===== config.mk =====
export PLATFORM = sky130hd
export DESIGN_NAME = uart_echo_top
export DESIGN_NICKNAME = d
export VERILOG_FILES = /design/src/logic/uart_echo_pkg.sv /design/src/logic/uart_rx.sv /design/src/logic/uart_tx.sv /design/src/logic/byte_fifo.sv /design/src/logic/echo_relay.sv /design/src/logic/uart_echo_top.sv
export VERILOG_INCLUDE_DIRS = /design/src /design/src/include
export SDC_FILE = /design/constraint.sdc
export NUM_CORES = 1
export LEC_CHECK = 0
export BUFFER_PORTS_ARGS = -buffer_cell sky130_fd_sc_hd__buf_2
export CORE_MARGIN = 1
export CORE_UTILIZATION = 25
export DETAILED_ROUTE_END_ITERATION = 8
export GPL_ROUTABILITY_DRIVEN = 0
export GPL_TIMING_DRIVEN = 0
export REMOVE_ABC_BUFFERS = 1
export SLEW_MARGIN = 10
export SYNTH_ARGS = -nofsm -noshare
export SYNTH_HDL_FRONTEND = slang
export SYNTH_SLANG_ARGS = --single-unit

===== constraint.sdc =====
create_clock -name clk -period 2 [get_ports clk]
set_input_delay 0.2 -clock clk [delete_from_list [all_inputs] [get_ports clk]]
set_output_delay 0.2 -clock clk [all_outputs]
set_load 0.01 [all_outputs]

===== src/include/uart_echo_config.svh =====
`ifndef UART_ECHO_CONFIG_SVH
`define UART_ECHO_CONFIG_SVH

//////////////////////////////////////////////////
// Serial timing
//////////////////////////////////////////////////

// Clock cycles per serial bit
`define UART_ECHO_CLKS_PER_BIT 16

// Mid-bit sampling offset from the start edge
`define UART_ECHO_HALF_BIT 8

//////////////////////////////////////////////////
// Queue sizing
//////////////////////////////////////////////////

// Entries per FIFO, power of two
`define UART_ECHO_FIFO_DEPTH 8

`endif


===== src/logic/uart_echo_pkg.sv =====
`default_nettype none

package uart_echo_pkg;

	// One serial data byte
	typedef logic [7:0] uart_byte_t;

	// Receive FIFO entry
	// Data byte plus stop-bit status of its frame
	typedef struct packed
	{
		uart_byte_t data;
		logic       framing_error;
	} rx_entry_t;

	// Relay FSM states
	// Read, hold and write steps of the echo relay
	typedef enum logic [1:0]
	{
		RELAY_IDLE  = 2'b00,
		RELAY_READ  = 2'b01,
		RELAY_HOLD  = 2'b10,
		RELAY_WRITE = 2'b11
	} relay_state_t;

endpackage

`default_nettype wire


===== src/logic/uart_rx.sv =====
`timescale 1ns/1ps
`default_nettype none

`include "uart_echo_config.svh"

module uart_rx
	import uart_echo_pkg::*;
(
	input  logic      clk,
	input  logic      arst_n,
	input  logic      rxd,
	input  logic      rx_full,
	output logic      rx_wr,
	output rx_entry_t rx_wdata
);

	localparam int CNT_W = $clog2(`UART_ECHO_CLKS_PER_BIT);
	localparam logic [CNT_W-1:0] HALF_LAST = CNT_W'(`UART_ECHO_HALF_BIT - 1);
	localparam logic [CNT_W-1:0] BIT_LAST  = CNT_W'(`UART_ECHO_CLKS_PER_BIT - 1);

	typedef enum logic [1:0]
	{
		RX_IDLE,
		RX_START,
		RX_DATA,
		RX_STOP
	} rx_state_t;

	rx_state_t        state;
	logic [CNT_W-1:0] cnt;
	logic [2:0]       bit_idx;
	uart_byte_t       shift_reg;

	logic rxd_meta;
	logic rxd_sync;
	logic rxd_prev;
	logic start_edge;
	logic half_tick;
	logic bit_tick;

	//////////////////////////////////////////////////
	// Input synchronizer and edge detect
	//////////////////////////////////////////////////

	// Idle line is high, so reset to high
	always_ff @(posedge clk or negedge arst_n)
	begin
		if (!arst_n)
		begin
			rxd_meta <= 1'b1;
			rxd_sync <= 1'b1;
			rxd_prev <= 1'b1;
		end
		else
		begin
			rxd_meta <= rxd;
			rxd_sync <= rxd_meta;
			rxd_prev <= rxd_sync;
		end
	end

	// High to low on the synced line
	assign start_edge = rxd_prev && !rxd_sync;

	// Sample points
	// Start bit checked half a bit in, then one full bit apart
	assign half_tick = (cnt == HALF_LAST);
	assign bit_tick  = (cnt == BIT_LAST);

	//////////////////////////////////////////////////
	// Frame FSM
	//////////////////////////////////////////////////

	always_ff @(posedge clk or negedge arst_n)
	begin
		if (!arst_n)
		begin
			state   <= RX_IDLE;
			cnt     <= '0;
			bit_idx <= '0;
			rx_wr   <= 1'b0;
		end
		else
		begin
			// Write strobe is a single cycle
			rx_wr <= 1'b0;
			case (state)
				RX_IDLE:
				begin
					if (start_edge)
					begin
						state <= RX_START;
						cnt   <= '0;
					end
				end
				RX_START:
				begin
					if (half_tick)
					begin
						cnt     <= '0;
						bit_idx <= '0;
						// Line back high at mid-bit means a glitch
						state   <= rxd_sync ? RX_IDLE : RX_DATA;
					end
					else
						cnt <= cnt + 1'b1;
				end
				RX_DATA:
				begin
					if (bit_tick)
					begin
						cnt     <= '0;
						bit_idx <= bit_idx + 3'd1;
						if (bit_idx == 3'd7)
							state <= RX_STOP;
					end
					else
						cnt <= cnt + 1'b1;
				end
				RX_STOP:
				begin
					if (bit_tick)
					begin
						cnt   <= '0;
						state <= RX_IDLE;
						// Frame lost when the queue has no room
						rx_wr <= !rx_full;
					end
					else
						cnt <= cnt + 1'b1;
				end
				default:
					state <= RX_IDLE;
			endcase
		end
	end

	//////////////////////////////////////////////////
	// Data path
	//////////////////////////////////////////////////

	always_ff @(posedge clk)
	begin
		// LSB arrives first, shift in from the top
		if (state == RX_DATA && bit_tick)
			shift_reg <= {rxd_sync, shift_reg[7:1]};
		// Stop bit low flags the frame
		if (state == RX_STOP && bit_tick)
		begin
			rx_wdata.data          <= shift_reg;
			rx_wdata.framing_error <= !rxd_sync;
		end
	end

endmodule

`default_nettype wire


===== src/logic/uart_tx.sv =====
`timescale 1ns/1ps
`default_nettype none

`include "uart_echo_config.svh"

module uart_tx
	import uart_echo_pkg::*;
(
	input  logic       clk,
	input  logic       arst_n,
	input  logic       tx_empty,
	input  uart_byte_t tx_rdata,
	output logic       tx_rd,
	output logic       txd
);

	localparam int CNT_W = $clog2(`UART_ECHO_CLKS_PER_BIT);
	localparam logic [CNT_W-1:0] BIT_LAST = CNT_W'(`UART_ECHO_CLKS_PER_BIT - 1);

	logic             busy;
	logic [CNT_W-1:0] cnt;
	// Bits already on the line, start bit is 0, stop bit is 9
	logic [3:0]       bit_cnt;
	// Remaining bits, stop bit on top
	logic [8:0]       shreg;
	logic             bit_end;
	logic             last_tick;

	assign bit_end   = (cnt == BIT_LAST);
	assign last_tick = busy && bit_end && (bit_cnt == 4'd9);

	// Pop when idle or as the stop bit ends
	// Back-to-back frames then have no gap
	assign tx_rd = (!busy || last_tick) && !tx_empty;

	//////////////////////////////////////////////////
	// Bit timing and line driver
	//////////////////////////////////////////////////

	always_ff @(posedge clk or negedge arst_n)
	begin
		if (!arst_n)
		begin
			busy    <= 1'b0;
			txd     <= 1'b1;
			cnt     <= '0;
			bit_cnt <= '0;
		end
		else if (tx_rd)
		begin
			// Start bit on the cycle after the pop
			busy    <= 1'b1;
			txd     <= 1'b0;
			cnt     <= '0;
			bit_cnt <= '0;
		end
		else if (busy)
		begin
			if (bit_end)
			begin
				cnt <= '0;
				if (bit_cnt == 4'd9)
				begin
					busy <= 1'b0;
					txd  <= 1'b1;
				end
				else
				begin
					txd     <= shreg[0];
					bit_cnt <= bit_cnt + 4'd1;
				end
			end
			else
				cnt <= cnt + 1'b1;
		end
	end

	// Shift register
	always_ff @(posedge clk)
	begin
		if (tx_rd)
			shreg <= {1'b1, tx_rdata};
		else if (busy && bit_end && bit_cnt != 4'd9)
			shreg <= {1'b1, shreg[8:1]};
	end

endmodule

`default_nettype wire


===== src/logic/byte_fifo.sv =====
`timescale 1ns/1ps
`default_nettype none

module byte_fifo #(
	parameter type payload_t = logic [7:0],
	parameter int  depth     = 8
)
(
	input  logic     clk,
	input  logic     arst_n,
	input  logic     wr,
	input  payload_t wdata,
	output logic     full,
	input  logic     rd,
	output payload_t rdata,
	output logic     empty
);

	localparam int AW = $clog2(depth);

	payload_t mem [depth];

	// Extra top bit tells full from empty
	logic [AW:0] wr_ptr;
	logic [AW:0] rd_ptr;
	logic        do_wr;
	logic        do_rd;

	// Guard against overflow and underflow
	assign do_wr = wr && !full;
	assign do_rd = rd && !empty;

	assign empty = (wr_ptr == rd_ptr);
	// Same slot, one lap apart
	assign full  = (wr_ptr[AW] != rd_ptr[AW]) &&
	               (wr_ptr[AW-1:0] == rd_ptr[AW-1:0]);

	// Head shown straight from storage
	assign rdata = mem[rd_ptr[AW-1:0]];

	//////////////////////////////////////////////////
	// Pointers
	//////////////////////////////////////////////////

	always_ff @(posedge clk or negedge arst_n)
	begin
		if (!arst_n)
		begin
			wr_ptr <= '0;
			rd_ptr <= '0;
		end
		else
		begin
			// Read and write may happen in the same cycle
			if (do_wr)
				wr_ptr <= wr_ptr + 1'b1;
			if (do_rd)
				rd_ptr <= rd_ptr + 1'b1;
		end
	end

	// Storage
	always_ff @(posedge clk)
	begin
		if (do_wr)
			mem[wr_ptr[AW-1:0]] <= wdata;
	end

endmodule

`default_nettype wire


===== src/logic/echo_relay.sv =====
`timescale 1ns/1ps
`default_nettype none

module echo_relay
	import uart_echo_pkg::*;
(
	input  logic       clk,
	input  logic       arst_n,
	input  rx_entry_t  rdata,
	input  logic       empty,
	output logic       rd,
	output uart_byte_t w_data,
	input  logic       full,
	output logic       wr
);

	relay_state_t state;
	relay_state_t next_state;
	// One entry in flight
	rx_entry_t    hold;

	//////////////////////////////////////////////////
	// Next state
	//////////////////////////////////////////////////

	always_comb
	begin
		next_state = state;
		case (state)
			RELAY_IDLE:
				if (!empty)
					next_state = RELAY_READ;
			// Pop lasts one cycle
			RELAY_READ:
				next_state = RELAY_HOLD;
			RELAY_HOLD:
			begin
				// Bad frames are dropped here
				if (hold.framing_error)
					next_state = RELAY_IDLE;
				else if (!full)
					next_state = RELAY_WRITE;
			end
			RELAY_WRITE:
				next_state = RELAY_IDLE;
			default:
				next_state = RELAY_IDLE;
		endcase
	end

	// State and strobes
	// Strobes decoded from next state, so they line up with their state
	always_ff @(posedge clk or negedge arst_n)
	begin
		if (!arst_n)
		begin
			state <= RELAY_IDLE;
			rd    <= 1'b0;
			wr    <= 1'b0;
		end
		else
		begin
			state <= next_state;
			rd    <= (next_state == RELAY_READ);
			wr    <= (next_state == RELAY_WRITE);
		end
	end

	// Head entry captured as it is popped
	always_ff @(posedge clk)
	begin
		if (state == RELAY_READ)
			hold <= rdata;
	end

	assign w_data = hold.data;

endmodule

`default_nettype wire


===== src/logic/uart_echo_top.sv =====
`timescale 1ns/1ps
`default_nettype none

`include "uart_echo_config.svh"

module uart_echo_top
	import uart_echo_pkg::*;
(
	input  logic clk,
	input  logic arst_n,
	input  logic rxd,
	output logic txd
);

	// Receiver side
	logic       rx_wr;
	rx_entry_t  rx_wdata;
	logic       rx_full;

	// Relay read side
	logic       rx_rd;
	rx_entry_t  rx_rdata;
	logic       rx_empty;

	// Relay write side
	logic       tx_wr;
	uart_byte_t tx_wdata;
	logic       tx_full;

	// Transmitter side
	logic       tx_rd;
	uart_byte_t tx_rdata;
	logic       tx_empty;

	//////////////////////////////////////////////////
	// Receive path
	//////////////////////////////////////////////////

	uart_rx i_uart_rx (
		.clk      (clk),
		.arst_n   (arst_n),
		.rxd      (rxd),
		.rx_full  (rx_full),
		.rx_wr    (rx_wr),
		.rx_wdata (rx_wdata)
	);

	// Frames with status
	byte_fifo #(
		.payload_t (rx_entry_t),
		.depth     (`UART_ECHO_FIFO_DEPTH)
	) i_rx_fifo (
		.clk    (clk),
		.arst_n (arst_n),
		.wr     (rx_wr),
		.wdata  (rx_wdata),
		.full   (rx_full),
		.rd     (rx_rd),
		.rdata  (rx_rdata),
		.empty  (rx_empty)
	);

	// Filter between the queues
	echo_relay i_echo_relay (
		.clk    (clk),
		.arst_n (arst_n),
		.rdata  (rx_rdata),
		.empty  (rx_empty),
		.rd     (rx_rd),
		.w_data (tx_wdata),
		.full   (tx_full),
		.wr     (tx_wr)
	);

	//////////////////////////////////////////////////
	// Transmit path
	//////////////////////////////////////////////////

	// Plain bytes only
	byte_fifo #(
		.payload_t (uart_byte_t),
		.depth     (`UART_ECHO_FIFO_DEPTH)
	) i_tx_fifo (
		.clk    (clk),
		.arst_n (arst_n),
		.wr     (tx_wr),
		.wdata  (tx_wdata),
		.full   (tx_full),
		.rd     (tx_rd),
		.rdata  (tx_rdata),
		.empty  (tx_empty)
	);

	uart_tx i_uart_tx (
		.clk      (clk),
		.arst_n   (arst_n),
		.tx_empty (tx_empty),
		.tx_rdata (tx_rdata),
		.tx_rd    (tx_rd),
		.txd      (txd)
	);

endmodule

`default_nettype wire


### Word-level counts from Yosys, hierarchy flattened

Memory sizes are Yosys's and may differ from the RTL's. A register that Yosys moved wholly into a read port is not among the register bits.
Index checks and enable logic that the tools add are counted.

* add/sub/neg operators: 8
* equality and inequality tests: 26
* muxes and demuxes: 41
* reduce and logical (&&, ||, !) cells: 31

Operators by type and width (count)
* two-way mux 4 bit: 10
* adder 4 x 1 -> 4 bit (second input constant): 7
* two-way mux 2 bit: 9
* two-way mux 8 bit: 2
* case mux 2 bit (4 select lines): 2
* two-way mux 1 bit: 14
* logical AND 1 bit: 13
* == test 4 bit (second input constant): 3
* case mux 4 bit (3 select lines): 1
* == test 2 bit (second input constant): 5
* inequality test 2 x 1 -> 1 bit (second input constant): 5
* == test 4 bit: 2
* nonzero test 2 bit: 4
* == test 2 x 1 -> 1 bit (second input constant): 3
* == test 3 bit: 2
* zero test 1 bit: 6
* two-way mux 3 bit: 2
* case mux 3 bit (2 select lines): 1
* AND reduction 3 bit: 2
* AND reduction 5 bit: 1
* == test 4 x 3 -> 1 bit (second input constant): 1
* zero test 2 bit: 2
* inequality test 4 bit (second input constant): 1
* adder 3 x 1 -> 3 bit (second input constant): 1
* other kinds (6): 7

* register bits: 68
* memory bits (writable): 136
* output and inout bits: 1
* word-level logic and storage cells: 130
* memories kept: 2

Memory list
* i_rx_fifo.mem: words 8, width 9, rd ports 1, clocked after memory_dff 1, write ports 1, RTL line byte_fifo.sv:21 `payload_t mem [depth];`
* i_tx_fifo.mem: words 8, width 8, rd ports 1, clocked after memory_dff 0, write ports 1, RTL line byte_fifo.sv:21

### Depth between registers and ports, before layout

Gate-level depths: netlist of run 1.

* word-level depth: 7
* mapped depth: 8

### By module

From an unflattened synthesis of run 1, not the netlist that was laid out.

* cells, all modules: 493
* area total of the unflattened synthesis: 8944.8 µm²

By module, submodules not included
* byte_fifo (i_rx_fifo): instances 1, cells an instance 162, area an instance 3293.2 µm²
* byte_fifo (i_tx_fifo): instances 1, cells an instance 149, area an instance 3094.2 µm²
* uart_rx: instances 1, cells an instance 74, area an instance 1157.4 µm²
* uart_tx: instances 1, cells an instance 80, area an instance 919.6 µm²
* echo_relay: instances 1, cells an instance 28, area an instance 480.5 µm²

### Worst setup path after synthesis of run 1

OpenSTA, ideal clock, no wires.

* path kind: flip-flop to flip-flop
* start: register i_rx_fifo.wr_ptr[2]
* end: memory i_rx_fifo.mem[0][0] in the netlist's numbering, enable pin
* data arrival time: 1624 ps
* required time: 1613 ps
* setup slack: -10 ps
* stages on the path, launching flop included: 6
* path buffers: 1
* cell sequence: dfrtp_1 buf_2 xnor2_1 nand4b_1 nand3b_1 nor3_1

* longest elaborated chain between the ends: 6

Ends and longest elaborated chain
* start, declared: RTL line byte_fifo.sv:24 `logic [AW:0] wr_ptr;`
* start signal, assigned: RTL line byte_fifo.sv:56 `wr_ptr <= wr_ptr + 1'b1;`
* == test 3 bit: RTL line byte_fifo.sv:36 `(wr_ptr[AW-1:0] == rd_ptr[AW-1:0]);`
* logical AND 1 bit: RTL line byte_fifo.sv:35 `assign full = (wr_ptr[AW] != rd_ptr[AW]) &&`
* zero test 1 bit: RTL line byte_fifo.sv:30 `assign do_wr = wr && !full;`
* logical AND 1 bit: RTL line byte_fifo.sv:30
* two-way mux 1 bit: RTL line byte_fifo.sv:65 `if (do_wr)`
* two-way mux 1 bit (not written as such): RTL line byte_fifo.sv:66 `mem[wr_ptr[AW-1:0]] <= wdata;`
* end, declared: RTL line byte_fifo.sv:21

Parallel ways exist; a longest one is shown, timed or not.

### Worst setup path after layout of run 1

* start: register i_tx_fifo.rd_ptr[0]
* end: memory i_tx_fifo.mem[7][6] in the netlist's numbering, enable pin

* longest elaborated chain between the ends: 6

Ends and longest elaborated chain
* start, declared: RTL line byte_fifo.sv:25 `logic [AW:0] rd_ptr;`
* start signal, assigned: RTL line byte_fifo.sv:58 `rd_ptr <= rd_ptr + 1'b1;`
* == test 3 bit: RTL line byte_fifo.sv:36
* logical AND 1 bit: RTL line byte_fifo.sv:35
* zero test 1 bit
* logical AND 1 bit: RTL line byte_fifo.sv:30
* two-way mux 1 bit: RTL line byte_fifo.sv:65
* two-way mux 1 bit (not written as such): RTL line byte_fifo.sv:66
* end, declared: RTL line byte_fifo.sv:21

Every way passes these cells.

==> results of run 1 <==
repair_timing:
item                                    CTS  global route
endpoints found under the setup margin  183           125
hold buffers                              2             0
resized for setup                        36             9
hold endpoints to repair                 40             0
pin swaps                                18             2
buffers inserted                         35            20
layout by cell type (no fill, tap or decap), types with 12 or more instances in the layout:
master,synthesis,routed
sky130_fd_sc_hd__clkbuf_16,0,21
sky130_fd_sc_hd__inv_1,13,12
sky130_fd_sc_hd__mux2_2,14,14
sky130_fd_sc_hd__mux2i_1,13,13
sky130_fd_sc_hd__edfxtp_1,170,170
sky130_fd_sc_hd__mux4_2,34,34
sky130_fd_sc_hd__a21oi_1,20,20
sky130_fd_sc_hd__nand2_1,22,21
sky130_fd_sc_hd__buf_4,0,50
sky130_fd_sc_hd__dfrtp_1,39,31
sky130_fd_sc_hd__xnor2_1,19,18
sky130_fd_sc_hd__ha_1,14,14
through the flow:
step | power, mW | setup slack, ns | instances | area [um2]
after floorplan | 5.261 | -0.5947 | 455 | 8388
after global placement | 5.368 | -1.591 | 906 | 8964
after global routing | 9.654 | 0.01429 | 1004 | 10370
after detailed placement | 5.375 | -0.9723 | 909 | 9009
after CTS | 9.402 | 0.02412 | 984 | 10190
final | 9.296 | 0.1244 | 1004 | 10370
worst max-delay path, cell delays in order, from the launching register on:
cell                       delay, ns
sky130_fd_sc_hd__dfrtp_4        0.54
sky130_fd_sc_hd__xnor2_2        0.16
sky130_fd_sc_hd__nand4b_1       0.24
sky130_fd_sc_hd__nand4_1        0.18
sky130_fd_sc_hd__inv_1          0.39
synthesized netlist by cell type (3+ instances only):
library cell,count,area (um2)
sky130_fd_sc_hd__nand2b_1,9,56.30
sky130_fd_sc_hd__mux2_2,14,157.7
sky130_fd_sc_hd__inv_1,13,48.80
sky130_fd_sc_hd__nand4_1,5,31.28
sky130_fd_sc_hd__mux4_2,34,765.7
sky130_fd_sc_hd__nand2_1,22,82.58
sky130_fd_sc_hd__edfxtp_1,170,5105
sky130_fd_sc_hd__xnor2_1,19,166.4
sky130_fd_sc_hd__nand4b_1,3,26.28
sky130_fd_sc_hd__nand3_1,12,60.06
sky130_fd_sc_hd__o21ai_0,4,20.02
sky130_fd_sc_hd__mux2i_1,13,130.1
sky130_fd_sc_hd__nor2_1,22,82.58
sky130_fd_sc_hd__dfstp_2,4,105.1
sky130_fd_sc_hd__buf_6,5,56.30
sky130_fd_sc_hd__ha_1,14,175.2
sky130_fd_sc_hd__buf_2,8,40.04
sky130_fd_sc_hd__nor3_1,6,30.03
sky130_fd_sc_hd__a21oi_1,20,100.1
sky130_fd_sc_hd__dfrtp_1,39,975.9
cell type report:
| class | count | share of cell area [%] |
|---|---|---|
| Timing Repair Buffer | 63 | 5.236 |
| Sequential cell | 213 | 59.89 |
| Tap cell | 448 | 5.405 |
| Clock buffer | 26 | 5.344 |
| Multi-Input combinational cell | 229 | 22.21 |
| Inverter | 13 | 0.5067 |
| Clock inverter | 12 | 1.412 |
layer usage:
metal,up-vias,share of wire [%],track usage (%)
met5,-,0,0
met4,0,1.2,1.589
met3,20,3.2,1.674
met2,48,52,15.76
met1,2128,44,10.46
li1,1968,-,-
kinds of logic after synthesis:
group           Yosys count  share of synthesized area [%]
compound gates           38                          2.692
xor+xnor                 23                          2.545
fa+ha+maj                14                          2.060
buf+inv                  31                          1.942
flops                   213                          72.74
mux                      62                          12.56
simple gates             92                          5.458
how the worst min path moves through the flow:
| stage | start | to | slack [ns] | cells after the start |
|---|---|---|---|---|
| after global placement | rxd | i_uart_rx.rxd_meta | 0.31 | 1 |
| after global routing | rxd | i_uart_rx.rxd_meta | 0.34 | 2 |
| after detailed placement | rxd | i_uart_rx.rxd_meta | 0.31 | 1 |
| final | rxd | i_uart_rx.rxd_meta | 0.36 | 2 |
| after floorplan | arst_n | async pin | -0.1 | 0 |
| after CTS | rxd | i_uart_rx.rxd_meta | 0.33 | 2 |
power groups by stage:
stage | registers [mW] | logic [mW] | clock network [mW]
floorplan | 4.91 | 0.346 | 0
finish | 4.83 | 0.455 | 4.01
global placement | 4.93 | 0.441 | 0
global route | 4.84 | 0.521 | 4.30
CTS | 4.83 | 0.456 | 4.11
detailed placement | 4.93 | 0.450 | 0
==> results_tabular.tex, run 1 <==
\begin{tabular}{lr}
\hline
Metric & Value \\
\hline
\multicolumn{2}{l}{\textbf{STA}} \\
Final setup violating endpoints & 0 \\
Clock tree skew after final layout & 0.01244 ns \\
Worst Hold Margin & 0.3561 ns \\
RSZ-0062 raised after global routing & no \\
Fin crit share & 93.78\% \\
Achievable Freq & 533.2 MHz \\
Time the final worst path needs with I/O delays and setup & 1.876 ns \\
Max-slew violation count & 0 \\
Transition time at the pin with the least slew margin & 1.078 ns \\
Count of final hold-check violations & 0 \\
Aggregate negative setup slack & 0 ns \\
Worst relative slew slack & 28.15\% \\
\multicolumn{2}{l}{\textbf{Floorplanning}} \\
Die Span Y & 186.4 um \\
Standard cell core area & 33530 um2 \\
Full die area & 34760 um2 \\
Initial standard-cell utilization of the core & 25.36\% \\
Number of rows in the core area & 67 \\
Num ports & 4 \\
Width of the chip & 186.4 um \\
\multicolumn{2}{l}{\textbf{Power}} \\
Clock network power share & 43.1\% \\
Switching power summed over all nets & 1.954 mW \\
Maximum resistive drop on vdd & 0.6147 mV \\
Share of total power consumed by net switching & 21.02\% \\
Reg power frac & 52.0\% \\
Reported leakage power & 3.494 nW \\
Areal power density over the cells & 896.3 nW/um2 \\
Cell internal power dissipation & 7.341 mW \\
Share of total power in combinational logic & 4.9\% \\
\multicolumn{2}{l}{\textbf{Routing}} \\
DRC viols & 0 \\
WL final & 15210 um \\
DR WL/cell & 15.15 um \\
Iter 0 DRT Violations & 218 \\
Antenna Nets Post-Route & 0 \\
Total iterations of the first detailed-routing run & 4 \\
Vias per inst & 4.147 \\
Total via count in the routed design & 4164 \\
\multicolumn{2}{l}{\textbf{Worst setup path}} \\
Launching element type of the critical path & register \\
Worst Reg-to-Reg Cells & 4 \\
Critical path capture point & i\_tx\_fifo.mem[7][6] \\
Worst Setup Path Type & reg2reg \\
Endpoint of the most critical register-to-register path & i\_tx\_fifo.mem[7][6] \\
Worst EP arrival & 2.01 ns \\
Worst flop-to-flop path startpoint & i\_tx\_fifo.rd\_ptr[0] \\
Setup slack on the worst flop-to-flop path & 0.12 ns \\
Critical path startpoint & i\_tx\_fifo.rd\_ptr[0] \\
Kind of end point of the critical path & register \\
CP Max Fanout & 8 \\
Critical path data required time & 2.13 ns \\
\multicolumn{2}{l}{\textbf{Global routing}} \\
Antenna violations before repair & 0 \\
Overflow left after global routing & 0 \\
Vias in the first global route & 4320 \\
Global-route wire length before repair & 23760 um \\
Maximum number of pins on one net before global-route repair & 44 \\
GRT Util Overall & 8.596\% \\
\multicolumn{2}{l}{\textbf{Clock tree}} \\
Clock latency on the worst-skew pair & 0.49 ns \\
Inserted Clock Buffers & 21 \\
Clock tree buffer depth & 3 \\
H-Tree Level Count & 1 \\
CTS root buffer & sky130\_fd\_sc\_hd\_\_clkbuf\_16 \\
Number of sinks handled by clock tree synthesis & 213 \\
Clock-pin slew on the worst setup and hold paths & 0.07 ns \\
Clock tree from TritonCTS & yes \\
\multicolumn{2}{l}{\textbf{Status}} \\
Status & complete, no violations \\
\multicolumn{2}{l}{\textbf{Synth}} \\
Ys flop type & sky130\_fd\_sc\_hd\_\_edfxtp\_1 \\
Post-synth ARST share & 20.19\% \\
Unique masters post-synth & 47 \\
Number of warning messages in the yosys log & 0 \\
Synthesized area per cell & 17.98 um2 \\
Number of storage elements in the synthesis netlist & 213 \\
Count of flip-flops with a built-in enable after synthesis & 170 \\
Syn Inst Count & 473 \\
Post-synthesis sequential area ratio & 72.74\% \\
Synthesized area & 8504 um2 \\
\multicolumn{2}{l}{\textbf{Cells and area}} \\
Combined flip-flop and latch cell area & 6211 um2 \\
Antenna Cells & 0 \\
Flip-flop count of the largest register after layout & 72 \\
Net total in the final layout & 558 \\
Growth of design area from synthesis to finish & 21.95\% \\
Area of the multi-input gates & 2303 um2 \\
Ratio of cells with drive above 1 in the final layout & 32.55\% \\
Core occupancy in the finished layout & 30.93\% \\
Filler cell count & 3270 \\
\multicolumn{2}{l}{\textbf{Run}} \\
Max-cap check violation count & 0 \\
\multicolumn{2}{l}{\textbf{Placed design}} \\
I/O Buffers & 3 \\
Hpwl dp & 8481 um \\
\multicolumn{2}{l}{\textbf{Worst hold path}} \\
Path class of the lowest-slack min-delay path & in2reg \\
\hline
\end{tabular}
Note: power is estimated with default switching activity, not from simulation.
==> run 2, diff against run 1 <==
Settings changed: CORE_ASPECT_RATIO set to 1.5.
==> run 2 against run 1 <==
Register-to-register slack lost 0.07 ns. Clock-buffer cell count grew 5. Clock power fell by 4%. Sequential power is essentially flat. Worst hold slack worse by 0.012 ns. Wire length down 1.2%. Global-route usage grew 0.35 points. Sequential share of layout area is 0.46 points higher. Die area barely moved. Maximum frequency shrank 3.6%. Critical path depth up 2. Combinational power down 2%. Largest power group unchanged.
==> results_tabular.tex, run 2 (same netlist as run 1, synthesis figures left out) <==
\begin{tabular}{lr}
\hline
Metric & Value \\
\hline
\multicolumn{2}{l}{\textbf{Clock tree}} \\
H-Tree Level Count & 1 (unchanged) \\
Clock latency on the worst-skew pair & 0.50 ns (was 0.49 ns) \\
Clock tree from TritonCTS & yes (unchanged) \\
Inserted Clock Buffers & 22 (was 21) \\
Clock-pin slew on the worst setup and hold paths & 0.06 ns (was 0.07 ns) \\
Clock tree buffer depth & 3 (unchanged) \\
Number of sinks handled by clock tree synthesis & 213 (unchanged) \\
CTS root buffer & sky130\_fd\_sc\_hd\_\_clkbuf\_16 (unchanged) \\
\multicolumn{2}{l}{\textbf{Worst setup path}} \\
Buffers plus inverters on the worst setup path & 2 (was 1) \\
Worst Reg-to-Reg Cells & 6 (was 4) \\
Worst path top cell family by delay & simple AND/OR/NAND/NOR gates (was flip-flops) \\
Largest stage delay on the critical path & 0.50 ns (was 0.54 ns) \\
Kind of end point of the critical path & register (unchanged) \\
CP Max Fanout & 8 (unchanged) \\
Worst EP arrival & 2.15 ns (was 2.01 ns) \\
Critical path data required time & 2.20 ns (was 2.13 ns) \\
Setup slack on the worst flop-to-flop path & 0.06 ns (was 0.12 ns) \\
Critical-path cell with the highest stage delay & sky130\_fd\_sc\_hd\_\_dfrtp\_1 (was sky130\_fd\_sc\_hd\_\_dfrtp\_4) \\
Depth of the critical timing path with buffers and inverters included & 6 (was 4) \\
Worst Setup Path Type & reg2reg (unchanged) \\
Cells along the critical path & xnor2\_1, nand4b\_1, nand3b\_1, buf\_4, nor3\_4, buf\_6 (was xnor2\_2, nand4b\_1, nand4\_1, inv\_1) \\
Launching element type of the critical path & register (unchanged) \\
\multicolumn{2}{l}{\textbf{Floorplanning}} \\
Standard cell core area & 33450 um2 (was 33530 um2) \\
Initial standard-cell utilization of the core & 25.43\% (was 25.36\%) \\
Die Span Y & 227.9 um (was 186.4 um) \\
Full die area & 34770 um2 (was 34760 um2) \\
Width of the chip & 152.6 um (was 186.4 um) \\
Number of rows in the core area & 82 (was 67) \\
Num ports & 4 (unchanged) \\
\multicolumn{2}{l}{\textbf{Cells and area}} \\
Net total in the final layout & 545 (was 558) \\
Ratio of cells with drive above 1 in the final layout & 29.70\% (was 32.55\%) \\
Growth of design area from synthesis to finish & 20.99\% (was 21.95\%) \\
Most common cell after layout, fill and taps aside & sky130\_fd\_sc\_hd\_\_edfxtp\_1 (unchanged) \\
Commonest cells after routing, fill and taps aside & 170 x sky130\_fd\_sc\_hd\_\_edfxtp\_1, 34 x sky130\_fd\_sc\_hd\_\_mux4\_2, 32 x sky130\_fd\_sc\_hd\_\_dfrtp\_1 (was 170 x sky130\_fd\_sc\_hd\_\_edfxtp\_1, 50 x sky130\_fd\_sc\_hd\_\_buf\_4, 34 x sky130\_fd\_sc\_hd\_\_mux4\_2) \\
Cell Count, Final, Fillers Out & 962 (was 1004) \\
Core occupancy in the finished layout & 30.76\% (was 30.93\%) \\
Antenna Cells & 0 (unchanged) \\
Flip-flop count of the largest register after layout & 72 (unchanged) \\
\multicolumn{2}{l}{\textbf{Power}} \\
Clock network power share & 42.2\% (was 43.1\%) \\
Reported leakage power & 3.427 nW (was 3.494 nW) \\
Reg power frac & 52.9\% (was 52.0\%) \\
Switching power summed over all nets & 1.901 mW (was 1.954 mW) \\
Maximum resistive drop on vdd & 0.4791 mV (was 0.6147 mV) \\
Areal power density over the cells & 888.2 nW/um2 (was 896.3 nW/um2) \\
Share of total power consumed by net switching & 20.80\% (was 21.02\%) \\
Share of total power in combinational logic & 4.9\% (about the same) \\
Cell internal power dissipation & 7.239 mW (was 7.341 mW) \\
\multicolumn{2}{l}{\textbf{Global routing}} \\
Global-route wire length before repair & 24160 um (was 23760 um) \\
Antenna violations before repair & 0 (unchanged) \\
Maximum number of pins on one net before global-route repair & 44 (unchanged) \\
GRT Util Overall & 8.949\% (was 8.596\%) \\
Overflow left after global routing & 0 (unchanged) \\
Vias in the first global route & 4406 (was 4320) \\
\multicolumn{2}{l}{\textbf{Placed design}} \\
I/O Buffers & 3 (unchanged) \\
Post-Place Cells & 882 (was 909) \\
Hpwl dp & 8682 um (was 8481 um) \\
\multicolumn{2}{l}{\textbf{STA}} \\
Max-slew violation count & 0 (unchanged) \\
Time the final worst path needs with I/O delays and setup & 1.945 ns (was 1.876 ns) \\
Worst relative slew slack & 32.26\% (was 28.15\%) \\
Achievable Freq & 514.2 MHz (was 533.2 MHz) \\
Count of final hold-check violations & 0 (unchanged) \\
Fin crit share & 97.24\% (was 93.78\%) \\
Final setup violating endpoints & 0 (unchanged) \\
Transition time at the pin with the least slew margin & 1.016 ns (was 1.078 ns) \\
Clock tree skew after final layout & 0.01114 ns (was 0.01244 ns) \\
\multicolumn{2}{l}{\textbf{Routing}} \\
DR WL/cell & 15.62 um (was 15.15 um) \\
DRC viols & 0 (unchanged) \\
Antenna Nets Post-Route & 0 (unchanged) \\
Total iterations of the first detailed-routing run & 4 (unchanged) \\
Iter 0 DRT Violations & 257 (was 218) \\
WL final & 15030 um (was 15210 um) \\
Vias per inst & 4.308 (was 4.147) \\
Total via count in the routed design & 4144 (was 4164) \\
\multicolumn{2}{l}{\textbf{Status}} \\
Status & complete, no violations (unchanged) \\
\multicolumn{2}{l}{\textbf{Worst hold path}} \\
Path class of the lowest-slack min-delay path & in2reg (unchanged) \\
Cell depth of the worst min-delay path & 2 (unchanged) \\
\multicolumn{2}{l}{\textbf{Run}} \\
Max-cap check violation count & 0 (unchanged) \\
\hline
\end{tabular}
run 2: cell type report:
class                   count  area (um2)
flip-flops and latches    213        6210
clock inverters             7       61.31
repair buffers             49       534.3
fillers                  3233       23160
well taps                 420       525.5
multi-input cells         229        2287
clock buffers              31       615.6
inverters                  13       56.30
run 2: power groups by stage:
stage	clock network, mW	logic, mW	registers, mW
CTS	3.95	0.452	4.84
global route	4.14	0.503	4.84
detailed placement	0	0.448	4.93
global placement	0	0.441	4.93
finish	3.86	0.445	4.84
floorplan	0	0.346	4.91
run 2: worst paths after layout:
path	from	to
worst max-delay path	i_rx_fifo.wr_ptr[1]	i_rx_fifo.mem[0][2]
worst min-delay path	rxd	i_uart_rx.rxd_meta
worst max register to register	i_rx_fifo.wr_ptr[1]	i_rx_fifo.mem[0][2]
worst min register to register	i_uart_rx.rxd_meta	i_uart_rx.rxd_sync
max in group asynchronous	arst_n	i_rx_fifo.rd_ptr[1]
min in group asynchronous	arst_n	i_uart_tx.cnt[0]
run 2: per-stage QoR:
stage                     power (mW)  hold WS, ns  worst slack (ns)  instance area, um2  TNS [ns]
after floorplan                5.261     -0.09559           -0.5947                8388    -48.25
after global placement         5.368       0.3086            -1.689                8929   -188.50
after detailed placement       5.374       0.3075            -1.116                8980   -140.38
after CTS                      9.240       0.3232           0.03676               10240         0
after global routing           9.485       0.3264          -0.02922               10290   -0.2898
final                          9.140       0.3439           0.05521               10290         0
run 2: routing by layer:
layer / wire, um / track usage (%)
met1: 5742 / 9.356
met5: 0 / 0
met3: 508 / 1.539
met4: 295 / 2.999
met2: 8479 / 17.69
run 2: what timing repair did:
item / 4_1_cts / 5_1_grt
pin swaps: 14 / 5
cloned: 0 / 0
hold buffers: 2 / 0
endpoints found under the hold margin: 40 / 0
setup buffers: 35 / 5
gates resized for setup: 40 / 5
setup endpoints to repair: 183 / 77
==> run 3, diff against run 2 <==
Settings changed: PLACE_DENSITY set to 0.51.
==> run 3 against run 2 <==
Cell area grew 1.3%. Utilization grew 0.41 points. Via count shrank 0.94%. Worst hold slack lost 0.0060 ns. Maximum frequency grew 4.2%. Critical endpoint is now i_tx_fifo.mem[4][2]. Clock-buffer cell count grew 1. Largest cell class unchanged. Sequential power is essentially flat. Die area is the same.
==> results_tabular.tex, run 3 (same netlist as run 1, synthesis figures left out) <==
\begin{tabular}{lr}
\hline
Metric & Value \\
\hline
\multicolumn{2}{l}{\textbf{Global routing}} \\
Vias in the first global route & 4428 (was 4406) \\
GRT Util Overall & 9.106\% (was 8.949\%) \\
Global-route wire length before repair & 24760 um (was 24160 um) \\
Maximum number of pins on one net before global-route repair & 44 (unchanged) \\
Overflow left after global routing & 0 (unchanged) \\
Antenna violations before repair & 0 (unchanged) \\
\multicolumn{2}{l}{\textbf{STA}} \\
Count of final hold-check violations & 0 (unchanged) \\
Least setup slack across all paths after layout & 0.1330 ns (was 0.05521 ns) \\
Time the final worst path needs with I/O delays and setup & 1.867 ns (was 1.945 ns) \\
Final setup violating endpoints & 0 (unchanged) \\
Clock tree skew after final layout & 0.01567 ns (was 0.01114 ns) \\
Fin crit share & 93.35\% (was 97.24\%) \\
Achievable Freq & 535.6 MHz (was 514.2 MHz) \\
RSZ-0062 raised after global routing & yes \\
Transition time at the pin with the least slew margin & 1.007 ns (was 1.016 ns) \\
Worst relative slew slack & 32.89\% (was 32.26\%) \\
Aggregate negative setup slack & 0 ns (unchanged) \\
Max-slew violation count & 0 (unchanged) \\
Worst Hold Margin & 0.3379 ns (was 0.3439 ns) \\
\multicolumn{2}{l}{\textbf{Worst setup path}} \\
CP Max Fanout & 11 (was 8) \\
Buffers plus inverters on the worst setup path & 1 (was 2) \\
Largest stage delay on the critical path & 0.57 ns (was 0.50 ns) \\
Worst EP arrival & 2.08 ns (was 2.15 ns) \\
Worst path top cell family by delay & simple AND/OR/NAND/NOR gates (unchanged) \\
Launching element type of the critical path & register (unchanged) \\
Worst Setup Path Type & reg2reg (unchanged) \\
Cells along the critical path & xnor2\_2, nand4b\_1, nand3\_2, nor3\_4, buf\_6 (was xnor2\_1, nand4b\_1, nand3b\_1, buf\_4, nor3\_4, buf\_6) \\
Critical path data required time & 2.21 ns (was 2.20 ns) \\
Critical-path cell with the highest stage delay & sky130\_fd\_sc\_hd\_\_dfrtp\_4 (was sky130\_fd\_sc\_hd\_\_dfrtp\_1) \\
Kind of end point of the critical path & register (unchanged) \\
\multicolumn{2}{l}{\textbf{Placed design}} \\
Hpwl dp & 9284 um (was 8682 um) \\
Pre-CTS setup slack & -1.113 ns (was -1.116 ns) \\
Instance area at placement & 8980 um2 (unchanged) \\
Post-Place Cells & 882 (unchanged) \\
I/O Buffers & 3 (unchanged) \\
\multicolumn{2}{l}{\textbf{Floorplanning}} \\
Initial standard-cell utilization of the core & 25.43\% (unchanged) \\
Standard cell core area & 33450 um2 (unchanged) \\
Full die area & 34770 um2 (unchanged) \\
Number of rows in the core area & 82 (unchanged) \\
Num ports & 4 (unchanged) \\
Width of the chip & 152.6 um (unchanged) \\
Die Span Y & 227.9 um (unchanged) \\
\multicolumn{2}{l}{\textbf{Cells and area}} \\
Ratio of cells with drive above 1 in the final layout & 30.40\% (was 29.70\%) \\
Most common cell after layout, fill and taps aside & sky130\_fd\_sc\_hd\_\_edfxtp\_1 (unchanged) \\
Growth of design area from synthesis to finish & 22.60\% (was 20.99\%) \\
Final non-filler cell area & 10430 um2 (was 10290 um2) \\
Net total in the final layout & 545 (unchanged) \\
Flip-flop count of the largest register after layout & 72 (unchanged) \\
Cell Count, Final, Fillers Out & 966 (was 962) \\
Antenna Cells & 0 (unchanged) \\
Core occupancy in the finished layout & 31.17\% (was 30.76\%) \\
Commonest cells after routing, fill and taps aside & 170 x sky130\_fd\_sc\_hd\_\_edfxtp\_1, 34 x sky130\_fd\_sc\_hd\_\_mux4\_2, 31 x sky130\_fd\_sc\_hd\_\_dfrtp\_1 (was 170 x sky130\_fd\_sc\_hd\_\_edfxtp\_1, 34 x sky130\_fd\_sc\_hd\_\_mux4\_2, 32 x sky130\_fd\_sc\_hd\_\_dfrtp\_1) \\
\multicolumn{2}{l}{\textbf{Clock tree}} \\
CTS root buffer & sky130\_fd\_sc\_hd\_\_clkbuf\_16 (unchanged) \\
Clock-pin slew on the worst setup and hold paths & 0.06 ns (about the same) \\
Number of sinks handled by clock tree synthesis & 213 (unchanged) \\
Clock latency on the worst-skew pair & 0.51 ns (was 0.50 ns) \\
Clock tree buffer depth & 3 (unchanged) \\
H-Tree Level Count & 1 (unchanged) \\
Inserted Clock Buffers & 24 (was 22) \\
Clock tree from TritonCTS & yes (unchanged) \\
\multicolumn{2}{l}{\textbf{Run}} \\
Max-cap check violation count & 0 (unchanged) \\
\multicolumn{2}{l}{\textbf{Routing}} \\
Total via count in the routed design & 4105 (was 4144) \\
DRC viols & 0 (unchanged) \\
WL final & 15450 um (was 15030 um) \\
Vias per inst & 4.249 (was 4.308) \\
Total iterations of the first detailed-routing run & 4 (unchanged) \\
Iter 0 DRT Violations & 204 (was 257) \\
Antenna Nets Post-Route & 0 (unchanged) \\
DR WL/cell & 15.99 um (was 15.62 um) \\
\multicolumn{2}{l}{\textbf{Power}} \\
Maximum resistive drop on vdd & 0.6173 mV (was 0.4791 mV) \\
Total power & 9.835 mW (was 9.140 mW) \\
Reported leakage power & 3.484 nW (was 3.427 nW) \\
Areal power density over the cells & 943.3 nW/um2 (was 888.2 nW/um2) \\
\multicolumn{2}{l}{\textbf{Worst hold path}} \\
Path class of the lowest-slack min-delay path & in2reg (unchanged) \\
\multicolumn{2}{l}{\textbf{Status}} \\
Status & complete, no violations (unchanged) \\
\hline
\end{tabular}
[run 3: power by group]
part / leakage (nW) / internal, mW / switching (mW) / total [mW]
Clock: 0.407 / 2.84 / 1.71 / 4.55
Sequential: 2.08 / 4.79 / 0.0528 / 4.84
Combinational: 0.996 / 0.186 / 0.264 / 0.450
[run 3: per-layer routing]
| layer | track usage (%) | share of wire (%) | vias to the layer above |
|---|---|---|---|
| met4 | 2.557 | 1.2 | 0 |
| met3 | 1.691 | 2.9 | 19 |
| li1 | - | - | 1934 |
| met2 | 17.57 | 58 | 49 |
| met1 | 9.998 | 38 | 2103 |
| met5 | 0 | 0 | - |
[run 3: path summary, 6_finish.rpt]
| check | from | endpoint | slack (ns) | cells after the start |
|---|---|---|---|---|
| max | i_tx_fifo.rd_ptr[1] | i_tx_fifo.mem[4][2] | 0.13 | 5 |
| min | rxd | i_uart_rx.rxd_meta | 0.34 | 2 |
| max reg2reg | i_tx_fifo.rd_ptr[1] | i_tx_fifo.mem[4][2] | 0.13 | 5 |
| min reg2reg | i_uart_rx.rxd_meta | i_uart_rx.rxd_sync | 0.35 | 0 |
| max in group asynchronous | arst_n | i_rx_fifo.rd_ptr[1] | 0.86 | 2 |
| min in group asynchronous | arst_n | i_uart_tx.cnt[2] | 0.40 | 2 |
[run 3: cell type report]
class / count / area, um2
clock buffer: 32 / 660.6
clock inverter: 12 / 171.4
fill: 3241 / 23020
inverter: 13 / 56.30
multi-input combinational: 229 / 2291
sequential: 213 / 6211
tap: 420 / 525.5
timing repair buffer: 47 / 510.5
[run 3: timing repair]
action / CTS / global route
hold buffers: 2 / 0
endpoints found under the hold margin: 40 / 0
buffers inserted: 25 / 13
endpoints found under the setup margin: 183 / 79
pin swaps: 13 / 4
resized for setup: 40 / 6
